`src/rtl/rv_pkg.sv`:
```
/* widths, opcodes, ALU operations and instruction layouts for the RV32I core
   imported by each RTL module that uses them */
package rv_pkg;

    localparam int xlen = 32;
    localparam int reg_addr_w = 5;

    // major opcodes kept by the core
    typedef enum logic [6:0] {
        op     = 7'b0110011,
        op_imm = 7'b0010011,
        load   = 7'b0000011,
        store  = 7'b0100011,
        branch = 7'b1100011,
        jal    = 7'b1101111,
        jalr   = 7'b1100111,
        lui    = 7'b0110111,
        auipc  = 7'b0010111,
        system = 7'b1110011
    } opcode_t;

    typedef enum logic [3:0] {
        alu_add,
        alu_sub,
        alu_sll,
        alu_slt,
        alu_sltu,
        alu_xor,
        alu_srl,
        alu_sra,
        alu_or,
        alu_and,
        alu_pass_b  // lui
    } alu_op_t;

    // one fetched word, seen as R format or as I/S format
    typedef union packed {
        struct packed {
            logic [6:0] funct7;
            logic [4:0] rs2;
            logic [4:0] rs1;
            logic [2:0] funct3;
            logic [4:0] rd;
            logic [6:0] opcode;
        } r_fmt;
        struct packed {
            logic [11:0] upper;  // I immediate, or S imm[11:5] plus rs2
            logic [4:0]  rs1;
            logic [2:0]  funct3;
            logic [4:0]  low;    // rd, or S imm[4:0]
            logic [6:0]  opcode;
        } is_fmt;
    } rv_inst_u;

    localparam logic [2:0] beq  = 3'b000;
    localparam logic [2:0] bne  = 3'b001;
    localparam logic [2:0] blt  = 3'b100;
    localparam logic [2:0] bge  = 3'b101;
    localparam logic [2:0] bltu = 3'b110;
    localparam logic [2:0] bgeu = 3'b111;

    localparam logic [31:0] ebreak_word = 32'h0010_0073;

endpackage

```
`src/rtl/rv_alu.sv`:
```
/* integer ALU for the core, plus the RV32I branch compare on the same operands */
module rv_alu import rv_pkg::*; (
    input  logic [xlen-1:0] a,
    input  logic [xlen-1:0] b,
    input  alu_op_t         alu_op,
    input  logic [2:0]      funct3,
    output logic [xlen-1:0] result,
    output logic            branch_taken
);
    logic [4:0] shamt;

    assign shamt = b[4:0];

    always_comb begin
        case (alu_op)
            alu_add:    result = a + b;
            alu_sub:    result = a - b;
            alu_sll:    result = a << shamt;
            alu_slt:    result = {{(xlen-1){1'b0}}, $signed(a) < $signed(b)};
            alu_sltu:   result = {{(xlen-1){1'b0}}, a < b};
            alu_xor:    result = a ^ b;
            alu_srl:    result = a >> shamt;
            alu_sra:    result = $unsigned($signed(a) >>> shamt);
            alu_or:     result = a | b;
            alu_and:    result = a & b;
            alu_pass_b: result = b;
            default:    result = a + b;
        endcase
    end

    // a and b are rs1 and rs2 for branches
    always_comb begin
        case (funct3)
            beq:     branch_taken = (a == b);
            bne:     branch_taken = (a != b);
            blt:     branch_taken = ($signed(a) < $signed(b));
            bge:     branch_taken = ($signed(a) >= $signed(b));
            bltu:    branch_taken = (a < b);
            bgeu:    branch_taken = (a >= b);
            default: branch_taken = 1'b0;
        endcase
    end

endmodule

```
`src/rtl/rv_control.sv`:
```
/* instruction-cycle FSM; runs fetch, execute and the LW/SW transfers on the
   AXI4-Lite channels and strobes the instruction, register and PC updates */
module rv_control (
    input  logic clk,
    input  logic reset,
    input  logic is_load,
    input  logic is_store,
    input  logic is_halt,
    input  logic axi_arready,
    input  logic axi_rvalid,
    input  logic axi_awready,
    input  logic axi_wready,
    input  logic axi_bvalid,
    output logic inst_load,
    output logic reg_we_sel_load,
    output logic exec_done,
    output logic halted,
    output logic axi_arvalid,
    output logic axi_rready,
    output logic axi_awvalid,
    output logic axi_wvalid,
    output logic axi_bready
);
    typedef enum logic [2:0] {
        s_fetch,
        s_fetch_wait,
        s_execute,
        s_load_addr,
        s_load_wait,
        s_store,
        s_store_resp,
        s_halt
    } state_t;

    state_t state;
    state_t state_next;
    logic   aw_ok;
    logic   w_ok;

    // channel done now or on an earlier cycle
    assign aw_ok = !axi_awvalid || axi_awready;
    assign w_ok  = !axi_wvalid || axi_wready;

    always_comb begin
        state_next = state;
        case (state)
            s_fetch:      if (axi_arvalid && axi_arready) state_next = s_fetch_wait;
            s_fetch_wait: if (axi_rvalid && axi_rready) state_next = s_execute;
            s_execute: begin
                if (is_halt)       state_next = s_halt;
                else if (is_load)  state_next = s_load_addr;
                else if (is_store) state_next = s_store;
                else               state_next = s_fetch;
            end
            s_load_addr:  if (axi_arvalid && axi_arready) state_next = s_load_wait;
            s_load_wait:  if (axi_rvalid && axi_rready) state_next = s_fetch;
            s_store:      if (aw_ok && w_ok) state_next = s_store_resp;
            s_store_resp: if (axi_bvalid && axi_bready) state_next = s_fetch;
            default:      state_next = s_halt;  // stays until reset
        endcase
    end

    // channel outputs are registered from the next state
    always_ff @(posedge clk) begin
        if (reset) begin
            state       <= s_fetch;
            axi_arvalid <= 1'b0;
            axi_rready  <= 1'b0;
            axi_awvalid <= 1'b0;
            axi_wvalid  <= 1'b0;
            axi_bready  <= 1'b0;
            halted      <= 1'b0;
        end else begin
            state       <= state_next;
            axi_arvalid <= (state_next == s_fetch) || (state_next == s_load_addr);
            axi_rready  <= (state_next == s_fetch_wait) || (state_next == s_load_wait);
            axi_awvalid <= (state_next == s_store) && (state != s_store || !aw_ok);
            axi_wvalid  <= (state_next == s_store) && (state != s_store || !w_ok);
            axi_bready  <= (state_next == s_store_resp);
            halted      <= (state_next == s_halt);
        end
    end

    assign inst_load       = (state == s_fetch_wait) && axi_rvalid && axi_rready;
    assign exec_done       = (state == s_execute) && !is_halt;
    assign reg_we_sel_load = (state == s_load_wait) && axi_rvalid && axi_rready;

endmodule

```
`src/rtl/rv_core.sv`:
```
/* multicycle RV32I core; one AXI4-Lite master port carries both the
   instruction fetch and the LW/SW data accesses */
module rv_core import rv_pkg::*; #(
    parameter logic [xlen-1:0] reset_pc = '0
) (
    input  logic            clk,
    input  logic            reset,
    output logic [xlen-1:0] axi_araddr,
    output logic            axi_arvalid,
    input  logic            axi_arready,
    input  logic [xlen-1:0] axi_rdata,
    input  logic            axi_rvalid,
    output logic            axi_rready,
    output logic [xlen-1:0] axi_awaddr,
    output logic            axi_awvalid,
    input  logic            axi_awready,
    output logic [xlen-1:0] axi_wdata,
    output logic            axi_wvalid,
    input  logic            axi_wready,
    input  logic            axi_bvalid,
    output logic            axi_bready,
    output logic            halted
);
    rv_inst_u              inst;  // instruction register
    logic [reg_addr_w-1:0] rd, rs1, rs2;
    logic [xlen-1:0]       imm, rdata1, rdata2, wdata;
    logic [xlen-1:0]       alu_a, alu_b, alu_result;
    logic [xlen-1:0]       pc, pc_plus4, jump_target;
    alu_op_t               alu_op;
    logic [2:0]            funct3;
    logic                  use_imm, use_pc, is_load, is_store, is_branch;
    logic                  is_jump, is_jalr, writes_rd, is_halt;
    logic                  inst_load, reg_we_sel_load, exec_done;
    logic                  branch_taken, take_jump, pc_en, reg_we;
    logic                  data_read;  // read channel carries load data, not a fetch

    always_ff @(posedge clk) begin
        if (inst_load) begin
            inst <= axi_rdata;
        end
    end

    always_ff @(posedge clk) begin
        if (reset) begin
            data_read <= 1'b0;
        end else if (exec_done && is_load) begin
            data_read <= 1'b1;
        end else if (reg_we_sel_load) begin
            data_read <= 1'b0;
        end
    end

    assign alu_a       = use_pc ? pc : rdata1;
    assign alu_b       = use_imm ? imm : rdata2;
    assign take_jump   = is_jump || (is_branch && branch_taken);
    assign jump_target = is_jalr ? alu_result : pc + imm;
    // loads write back and step the PC on the read-data handshake
    assign pc_en  = (exec_done && !is_load) || reg_we_sel_load;
    assign reg_we = (exec_done && writes_rd && !is_load) || reg_we_sel_load;
    assign wdata  = reg_we_sel_load ? axi_rdata : (is_jump ? pc_plus4 : alu_result);

    assign axi_araddr = data_read ? alu_result : pc;
    assign axi_awaddr = alu_result;
    assign axi_wdata  = rdata2;

    rv_control control_i (.*);

    rv_decode decode_i (.*);

    rv_alu alu_i (
        .a            (alu_a),
        .b            (alu_b),
        .alu_op       (alu_op),
        .funct3       (funct3),
        .result       (alu_result),
        .branch_taken (branch_taken)
    );

    rv_regfile regfile_i (
        .clk    (clk),
        .reset  (reset),
        .we     (reg_we),
        .waddr  (rd),
        .raddr1 (rs1),
        .raddr2 (rs2),
        .wdata  (wdata),
        .rdata1 (rdata1),
        .rdata2 (rdata2)
    );

    rv_pc_unit #(.reset_pc(reset_pc)) pc_unit_i (.*);

endmodule

```
`src/rtl/rv_decode.sv`:
```
/* combinational instruction decoder; fields, sign-extended immediate,
   ALU operation and the control flags used by the datapath and the FSM */
module rv_decode import rv_pkg::*; (
    input  rv_inst_u              inst,
    output logic [reg_addr_w-1:0] rd,
    output logic [reg_addr_w-1:0] rs1,
    output logic [reg_addr_w-1:0] rs2,
    output logic [xlen-1:0]       imm,
    output alu_op_t               alu_op,
    output logic [2:0]            funct3,
    output logic                  use_imm,
    output logic                  use_pc,
    output logic                  is_load,
    output logic                  is_store,
    output logic                  is_branch,
    output logic                  is_jump,
    output logic                  is_jalr,
    output logic                  writes_rd,
    output logic                  is_halt
);
    logic [31:0] w;  // raw bits for the B, U and J scrambles

    // common to register and immediate forms with sub only in the register form
    function automatic alu_op_t arith_op(input logic [2:0] f3, input logic alt,
                                         input logic reg_form);
        case (f3)
            3'b000:  return (alt && reg_form) ? alu_sub : alu_add;
            3'b001:  return alu_sll;
            3'b010:  return alu_slt;
            3'b011:  return alu_sltu;
            3'b100:  return alu_xor;
            3'b101:  return alt ? alu_sra : alu_srl;
            3'b110:  return alu_or;
            default: return alu_and;
        endcase
    endfunction

    assign w      = inst;
    assign rd     = inst.r_fmt.rd;
    assign rs1    = inst.r_fmt.rs1;
    assign rs2    = inst.r_fmt.rs2;
    assign funct3 = inst.r_fmt.funct3;

    always_comb begin
        imm       = '0;
        alu_op    = alu_add;
        use_imm   = 1'b0;
        use_pc    = 1'b0;
        is_load   = 1'b0;
        is_store  = 1'b0;
        is_branch = 1'b0;
        is_jump   = 1'b0;
        is_jalr   = 1'b0;
        writes_rd = 1'b0;
        is_halt   = 1'b0;
        case (inst.r_fmt.opcode)
            op: begin
                writes_rd = 1'b1;
                alu_op    = arith_op(funct3, inst.r_fmt.funct7[5], 1'b1);
            end
            op_imm: begin
                use_imm   = 1'b1;
                writes_rd = 1'b1;
                imm       = {{20{w[31]}}, inst.is_fmt.upper};
                alu_op    = arith_op(funct3, inst.is_fmt.upper[10], 1'b0);  // srai bit
            end
            load: begin
                use_imm   = 1'b1;
                is_load   = 1'b1;
                writes_rd = 1'b1;
                imm       = {{20{w[31]}}, inst.is_fmt.upper};
                is_halt   = (funct3 != 3'b010);  // lw only
            end
            store: begin
                use_imm  = 1'b1;
                is_store = 1'b1;
                imm      = {{20{w[31]}}, inst.is_fmt.upper[11:5], inst.is_fmt.low};
                is_halt  = (funct3 != 3'b010);  // sw only
            end
            branch: begin
                is_branch = 1'b1;
                imm       = {{19{w[31]}}, w[31], w[7], w[30:25], w[11:8], 1'b0};
                is_halt   = !(funct3 inside {beq, bne, blt, bge, bltu, bgeu});
            end
            jal: begin
                is_jump   = 1'b1;
                writes_rd = 1'b1;
                imm       = {{11{w[31]}}, w[31], w[19:12], w[20], w[30:21], 1'b0};
            end
            jalr: begin
                use_imm   = 1'b1;
                is_jump   = 1'b1;
                is_jalr   = 1'b1;
                writes_rd = 1'b1;
                imm       = {{20{w[31]}}, inst.is_fmt.upper};
            end
            lui, auipc: begin
                use_imm   = 1'b1;
                use_pc    = (inst.r_fmt.opcode == auipc);
                writes_rd = 1'b1;
                imm       = {w[31:12], 12'b0};
                alu_op    = (inst.r_fmt.opcode == lui) ? alu_pass_b : alu_add;
            end
            default: is_halt = 1'b1;  // ebreak, other system words, unknown opcodes
        endcase
    end

endmodule

```
`src/rtl/rv_pc_unit.sv`:
```
/* program counter; steps by 4 or takes the jump target when pc_en is high */
module rv_pc_unit import rv_pkg::*; #(
    parameter logic [xlen-1:0] reset_pc = '0
) (
    input  logic            clk,
    input  logic            reset,
    input  logic            pc_en,
    input  logic            take_jump,
    input  logic [xlen-1:0] jump_target,
    output logic [xlen-1:0] pc,
    output logic [xlen-1:0] pc_plus4
);

    assign pc_plus4 = pc + 4;

    always_ff @(posedge clk) begin
        if (reset) begin
            pc <= reset_pc;
        end else if (pc_en) begin
            // bit 0 cleared for jalr, already zero for jal and branches
            pc <= take_jump ? {jump_target[xlen-1:1], 1'b0} : pc_plus4;
        end
    end

endmodule

```
`src/rtl/rv_regfile.sv`:
```
/* 32 x xlen register file, two combinational reads and one clocked write */
module rv_regfile import rv_pkg::*; (
    input  logic                  clk,
    input  logic                  reset,
    input  logic                  we,
    input  logic [reg_addr_w-1:0] waddr,
    input  logic [reg_addr_w-1:0] raddr1,
    input  logic [reg_addr_w-1:0] raddr2,
    input  logic [xlen-1:0]       wdata,
    output logic [xlen-1:0]       rdata1,
    output logic [xlen-1:0]       rdata2
);
    logic [xlen-1:0] regs [32];

    always_ff @(posedge clk) begin
        if (reset) begin
            for (int i = 0; i < 32; i++) begin
                regs[i] <= '0;
            end
        end else if (we && waddr != '0) begin  // x0 never written
            regs[waddr] <= wdata;
        end
    end

    assign rdata1 = (raddr1 == '0) ? '0 : regs[raddr1];
    assign rdata2 = (raddr2 == '0) ? '0 : regs[raddr2];

endmodule

```
`config.mk`:
```
export PLATFORM = sky130hd
export DESIGN_NAME = rv_core
export DESIGN_NICKNAME = d
export VERILOG_FILES = /design/src/rtl/rv_pkg.sv /design/src/rtl/rv_alu.sv /design/src/rtl/rv_control.sv /design/src/rtl/rv_core.sv /design/src/rtl/rv_decode.sv /design/src/rtl/rv_pc_unit.sv /design/src/rtl/rv_regfile.sv
export SDC_FILE = /design/constraint.sdc
export NUM_CORES = 2
export LEC_CHECK = 0
export BUFFER_PORTS_ARGS = -buffer_cell sky130_fd_sc_hd__buf_2
export CORE_MARGIN = 2
export CORE_UTILIZATION = 60
export CTS_BUF_LIST = sky130_fd_sc_hd__clkbuf_16
export CTS_CLUSTER_SIZE = 28
export DETAILED_ROUTE_END_ITERATION = 10
export GPL_TIMING_DRIVEN = 0
export MAX_ROUTING_LAYER = met4
export PLACE_DENSITY = 0.85
export SLEW_MARGIN = 20
export SYNTH_ARGS = -nofsm -noshare
export SYNTH_HDL_FRONTEND = slang
export SYNTH_SLANG_ARGS = --single-unit
```
`constraint.sdc`:
```
create_clock -name clk -period 11.8 [get_ports clk]
set_input_delay 1.18 -clock clk [delete_from_list [all_inputs] [get_ports clk]]
set_output_delay 1.18 -clock clk [all_outputs]
set_load 0.01 [all_outputs]
```
==> results of run 1 <==
==> synthesized netlist by cell type, types with 36 or more instances <==
| library cell | count |
|---|---|
| sky130_fd_sc_hd__nor3_1 | 126 |
| sky130_fd_sc_hd__buf_4 | 40 |
| sky130_fd_sc_hd__inv_1 | 141 |
| sky130_fd_sc_hd__a211oi_1 | 113 |
| sky130_fd_sc_hd__mux4_2 | 577 |
| sky130_fd_sc_hd__mux2i_1 | 137 |
| sky130_fd_sc_hd__buf_6 | 36 |
| sky130_fd_sc_hd__nor2_1 | 1212 |
| sky130_fd_sc_hd__nand4_1 | 37 |
| sky130_fd_sc_hd__buf_1 | 49 |
| sky130_fd_sc_hd__ha_1 | 128 |
| sky130_fd_sc_hd__dfxtp_1 | 51 |
| sky130_fd_sc_hd__nand2_1 | 294 |
| sky130_fd_sc_hd__nand2b_1 | 61 |
| sky130_fd_sc_hd__o21ai_0 | 156 |
| sky130_fd_sc_hd__clkbuf_1 | 277 |
| sky130_fd_sc_hd__mux2_2 | 61 |
| sky130_fd_sc_hd__xnor2_1 | 41 |
| sky130_fd_sc_hd__buf_2 | 155 |
| sky130_fd_sc_hd__edfxtp_1 | 1056 |
| sky130_fd_sc_hd__a21oi_1 | 317 |
| sky130_fd_sc_hd__nand3_1 | 59 |
| sky130_fd_sc_hd__a21o_1 | 59 |
==> repair_timing <==
item,in CTS
buffers inserted,0
gates resized for setup,32
setup endpoints to repair,177
==> cell families after synthesis <==
| logic type | synth area share |
|---|---|
| muxes | 0.217 |
| buffers and inverters | 0.0482 |
| DFF | 0.468 |
| AOI/OAI and AO/OA | 0.106 |
| other | 0.0000536 |
| adders and majority gates | 0.0238 |
| xor gates and xnor gates | 0.00952 |
| and+or+nand+nor | 0.127 |
==> per-stage QoR <==
stage          std cells  hold slack [ns]  TNS, ns  utilization  worst slack (ns)
2_1_floorplan       5958            0.502        0            -              3.57
3_3_place_gp        7621            0.515   -92.96        0.627             -1.10
3_5_place_dp        7647            0.531    -6.19        0.634            -0.642
4_1_cts             7828            0.543        0        0.664           0.00289
==> metal layers <==
metal / GRT overflow / track usage
met1: 1 / 0.783
met5: - / -
met3: 2 / 0.708
met4: 10 / 0.786
met2: 6 / 0.920
==> results summary, run 1 <==
The flow did not finish. The failing step is global routing. The first error in the log reads "[ERROR GRT-0116] Global routing finished with congestion. Check the congestion regions in the DRC Viewer". After synthesis, the share of flip-flops with an asynchronous set or reset is 0.

The tree is rooted in a sky130_fd_sc_hd__clkbuf_16. The instance area after placement is 73500 µm². The final weighted congestion in routability-driven placement came out at 1.17.

The cell type contributing the most total cell area after synthesis is sky130_fd_sc_hd__edfxtp_1. The number of flops mapped to enable cells by yosys came out at 1056. The part of the Yosys area used for sequential elements came out at 0.468. The Yosys step of the flow raised 0 warnings. The synthesized netlist cell count is 5926. In this run the core area contains 125 standard-cell rows.

The I/O pin count came out at 141. The post-synthesis average cell area is 11.8 µm². During placement, the flow inserted port buffers numbering 139. The post-DP HPWL is 278000 µm. The die span in y came out at 345 µm. The unique cell type count in the Yosys netlist came out at 119. Hold repair after CTS inserted 0 buffers.

The wire length of the first global-routing pass came out at 641000 µm. The synthesized design contains 1107 register bits. The clock buffer count from CTS came out at 100. The total number of H-tree levels came out at 3. Ranked by total cell area, the synthesized netlist is headed by sky130_fd_sc_hd__edfxtp_1, sky130_fd_sc_hd__mux4_2, sky130_fd_sc_hd__nor2_1, sky130_fd_sc_hd__ha_1, sky130_fd_sc_hd__a21oi_1. The longest clock path from root to sink contains 3 buffers. The most used flip-flop cell after synthesis is sky130_fd_sc_hd__edfxtp_1. For this configuration, the core starts out at a cell density of 0.603. The global-route congestion overflow total is 19.

After synthesis the cells add up to 69900 µm². The total global routing track utilization is 0.808. The share of synthesized area in the top cell type comes to 0.454. The maximum number of pins on one net before global-route repair is 42. The chip width came out at 345 µm. The via count of the first global-routing pass came out at 74100. The tree built by TritonCTS fans out to 1107 sinks.
==> run 2, diff against run 1 <==
--- a/config.mk
+++ b/config.mk
@@ -7,13 +7,10 @@
 export LEC_CHECK = 0
 export BUFFER_PORTS_ARGS = -buffer_cell sky130_fd_sc_hd__buf_2
 export CORE_MARGIN = 2
-export CORE_UTILIZATION = 60
-export CTS_BUF_LIST = sky130_fd_sc_hd__clkbuf_16
-export CTS_CLUSTER_SIZE = 28
+export CORE_UTILIZATION = 40
 export DETAILED_ROUTE_END_ITERATION = 10
 export GPL_TIMING_DRIVEN = 0
-export MAX_ROUTING_LAYER = met4
-export PLACE_DENSITY = 0.85
+export PLACE_DENSITY_LB_ADDON = 0.15
 export SLEW_MARGIN = 20
 export SYNTH_ARGS = -nofsm -noshare
 export SYNTH_HDL_FRONTEND = slang
==> results summary, run 2 <==
The maximum vdd drop came out at 0.124 mV. The clock tree buffer depth came to 3 (unchanged). After layout, the minimum clock period comes to 12.11 ns. The area share of the largest cell type after synthesis is 0.454 (unchanged). The number of synthesis warnings came out at 0 (unchanged). The signal on the critical path passes through buf_1, buf_2, clkbuf_1, clkbuf_1, mux4_2, nand2_1, a21oi_1, nand2_1, a21boi_0, ha_1, inv_1, a2111o_1, o31a_1, a21boi_0, o221ai_1, a21oi_1, nand2_1, o31ai_2, mux2i_1, buf_2. The chip width is 422 µm (+22%). The setup slack after layout is -0.310 ns. Across the run, the number of max-cap violations was 0. After routing, the total negative slack on setup checks comes to -1.08 ns. The post-DP HPWL was 292000 µm (+4.8%). The endpoint class of the critical path is an output pin. Before antenna repair, the detailed router went through 7 iterations.

Counting instances in the post-synthesis netlist gives the leading cell types as sky130_fd_sc_hd__nor2_1, sky130_fd_sc_hd__edfxtp_1, sky130_fd_sc_hd__mux4_2. The initial antenna violation count is 25. The total of buffers placed on input and output ports came out at 139 (unchanged).

The count of state elements after synthesis is 1107 (unchanged). The total routed wire length on the met1 layer came out at 129000 µm. The final instance area came out at 78800 µm². By area the synthesized netlist is led by sky130_fd_sc_hd__edfxtp_1, sky130_fd_sc_hd__mux4_2, sky130_fd_sc_hd__nor2_1, sky130_fd_sc_hd__ha_1, sky130_fd_sc_hd__a21oi_1. The synthesized netlist cell count is 5926 (unchanged). The post-route fraction of the period consumed by the critical path is 1.03. The nature of the critical path startpoint is a register. The arrival time reported for the critical path endpoint is 10.93 ns. The number of flip-flops in the largest register came out at 1024. The total vias in the final route came out at 60500. The worst pin sits at a relative slew slack of 0.0752.

The tree is rooted in a sky130_fd_sc_hd__clkbuf_16. The path type of the worst min-delay path is register to register. The TritonCTS sink count came out at 1107 (unchanged).

The total number of H-tree levels is 3 (unchanged). The final standard cell utilization of the core is 0.453. The clock skew after layout came out at 0.0662 ns. The I/O pin count came to 141 (unchanged). The wire length of the first global-routing pass came out at 513000 µm. The total detailed-routing wirelength is 390000 µm.

The multiplexer share of the synthesized area is 0.217 (unchanged). Following the worst setup path forward leads to its endpoint at axi_araddr[14]. The share of synthesized cell area in and, or, nand and nor gates came out at 0.127 (unchanged). The setup slack at placement is -1.28 ns (-0.639 ns).

The share of synthesized flip-flops with an asynchronous set or reset is 0 (unchanged). The effective utilization at floorplan is 0.402 (-0.201). The unique cell type count in the Yosys netlist came out at 119 (unchanged). The final-report hold violation count is 0. The clock input transition at the sequential cells of the worst setup and hold paths came out at 0.07 ns.

The largest incremental delay on the critical path came out at 1.07 ns. After detailed routing, no signal wire sits above met5. By area, the combinational part of the netlist is dominated by multiplexers. The number of post-CTS setup repair buffers came out at 0 (unchanged). The worst reg2reg path depth is 24.

The area of the mapped netlist came to 69900 µm² (unchanged). The most used flip-flop cell after synthesis is sky130_fd_sc_hd__edfxtp_1. The count of hold-fix buffers inserted at cts came out at 0 (unchanged). Of all nets on the critical path, the largest fanout is 10. The slowest stage of the critical path is the sky130_fd_sc_hd__a21oi_1 cell. In the routed layout, each cell is associated on average with a via count of 6.96. The starting DRC count in detailed routing came out at 10400. The register with the most flip-flops is regfile_i.regs. The final weighted congestion in routability-driven placement is 1.07 (-8.6%). The largest registers in the layout are regfile_i.regs (1024), inst (32), pc_unit_i.pc (31).

For the worst-skew pair, the clock arrives at the later sink with an insertion delay of 0.82 ns. Summed over all instances, the cell type with the most area after synthesis is sky130_fd_sc_hd__edfxtp_1. The total die area is 178000 µm². Once layout is complete, the cells apart from fillers number 8688.

The die span in y is 422 µm (+22%). The part of the Yosys area used for sequential elements is 0.468 (unchanged). The final count of pins violating max slew is 0. The area added between synthesis and finish is 12.7%. The net count reported at finish came out at 6416. The xor and xnor area share after synthesis is 0.00952 (unchanged). The synthesized-area fraction occupied by adder cells was 0.0238 (unchanged). The run finished, with violations left.

The power density relative to cell area is 134 nW/µm². The total global routing track utilization is 0.429. The number of standard-cell rows in the floorplan is 153 (+22%).

The leakage power came out at 28.8 nW. Setup repair after global routing could not meet its margin everywhere. The library cell used most frequently in the layout, excluding fill and tap cells, is sky130_fd_sc_hd__nor2_1. The most frequent cell after synthesis is sky130_fd_sc_hd__nor2_1. The share of layout cells above drive strength 1 came out at 0.228.

In the layout the commonest cells are sky130_fd_sc_hd__nor2_1, sky130_fd_sc_hd__edfxtp_1, sky130_fd_sc_hd__mux4_2. The minimum setup slack among reg-to-reg paths came out at 0.78 ns. The TritonCTS clock tree is done. The slew at the pin closest to its max-slew limit came out at 1.38 ns. Counting stages on the worst path, the most repeated cell is sky130_fd_sc_hd__nand2_1. The post-synthesis average cell area came out at 11.8 µm² (unchanged). The kind of critical path is register to output pin. The number of flops mapped to enable cells by yosys came out at 1056 (unchanged). For this run, design rule violations remaining after detail routing come to 0. The clock buffer count from CTS is 114 (+14%). The fraction of the mapped netlist area in compound gates is 0.106 (unchanged). The via count of the first global-routing pass came to 57400. The mean routed wirelength per cell is 44.9 µm. The number of nets with antenna violations after routing is 0. The instance area after placement is 74700 µm² (+1.7%).

The required time reported for the critical path endpoint is 10.62 ns. The number of placed instances, taps included is 8456 (+11%). The worst register-to-register path ends at regfile_i.regs[3][25]$_SDFFCE_PN0P_.

Entering global routing, the biggest net connects 42 pins. The achievable clock frequency came out at 0.0826 GHz. The final reports fail on setup timing. After detailed routing, the met3 layer carries 51300 µm of wire. The final-layout fill cell count came out at 16300. The routed design uses 170000 µm of met2 wire.

The global-route congestion overflow total is 0. The area of the placeable core came out at 174000 µm². Setup violations remaining at the end of the flow were counted as 7.
## run 2: cell counts after synthesis
Identical to the previous run, type by type.
## run 2: layout make-up
cell class	instances	area, µm²	area share
multi-input combinational	4138	34400	0.437
timing repair buffer	174	1410	0.0179
antenna	20	50.0	0.000635
inverter	149	562	0.00713
tap	2325	2910	0.0369
clock buffer	135	2950	0.0375
clock inverter	78	863	0.0110
sequential	1107	32700	0.415
buffer	562	2900	0.0368
## run 2: repair_timing
action,CTS,global route
resized for setup,37,15
endpoints found under the setup margin,205,13
cloned,0,0
## run 2: metrics by stage
step	hold slack (ns)	total power [mW]
2_1_floorplan	0.502	5.67
3_3_place_gp	0.526	6.62
3_5_place_dp	0.517	6.65
4_1_cts	0.528	10.4
5_1_grt	0.557	10.7
6_report	0.524	10.6
## run 2: how the worst min path moves through the flow
stage / startpoint / cells after the start / slack [ns] / to
after floorplan: pc_unit_i.pc[20]$_SDFFE_PP0P_ / 2 / 0.50 / pc_unit_i.pc[20]$_SDFFE_PP0P_
after global placement: control_i.axi_wvalid$_SDFF_PP0_ / 2 / 0.53 / control_i.axi_wvalid$_SDFF_PP0_
after detailed placement: control_i.axi_wvalid$_SDFF_PP0_ / 2 / 0.52 / control_i.axi_wvalid$_SDFF_PP0_
after CTS: control_i.axi_wvalid$_SDFF_PP0_ / 2 / 0.53 / control_i.axi_wvalid$_SDFF_PP0_
after global routing: control_i.axi_wvalid$_SDFF_PP0_ / 2 / 0.56 / control_i.axi_wvalid$_SDFF_PP0_
final: control_i.axi_wvalid$_SDFF_PP0_ / 2 / 0.52 / control_i.axi_wvalid$_SDFF_PP0_
## run 2: cell families (layout without fill, tap and decap cells)
kind of cell	Yosys count	after routing
AOI/OAI and AO/OA	1083	1083
muxes	782	782
adders and majority gates	131	131
and+or+nand+nor	2033	2033
buffers and inverters	713	1098
other	1	53
xor gates and xnor gates	76	76
DFF	1107	1107
## run 2: per-layer routing
| layer | global-route usage | up-vias |
|---|---|---|
| met2 | 0.643 | 5159 |
| li1 | - | 23200 |
| met5 | 0.00296 | - |
| met3 | 0.150 | 1348 |
| met4 | 0.361 | 16 |
| met1 | 0.492 | 30700 |
## run 2: report_power, final
part	switching, mW	internal, mW	leakage, nW
logic	1.60	0.618	15.7
registers	0.0734	4.42	11.3
clock network	1.74	2.10	1.85
total	3.41	7.14	28.8
## run 2: worst max-delay path, delay by kind of cell, from the launching register on
family | cells | cell delay [ns]
AOI/OAI and AO/OA | 8 | 4.01
buffers and inverters | 6 | 3.50
muxes | 2 | 0.96
and+or+nand+nor | 3 | 0.57
adders and majority gates | 1 | 0.57
DFF | 1 | 0.45
Power figures use the tool's default switching activity.
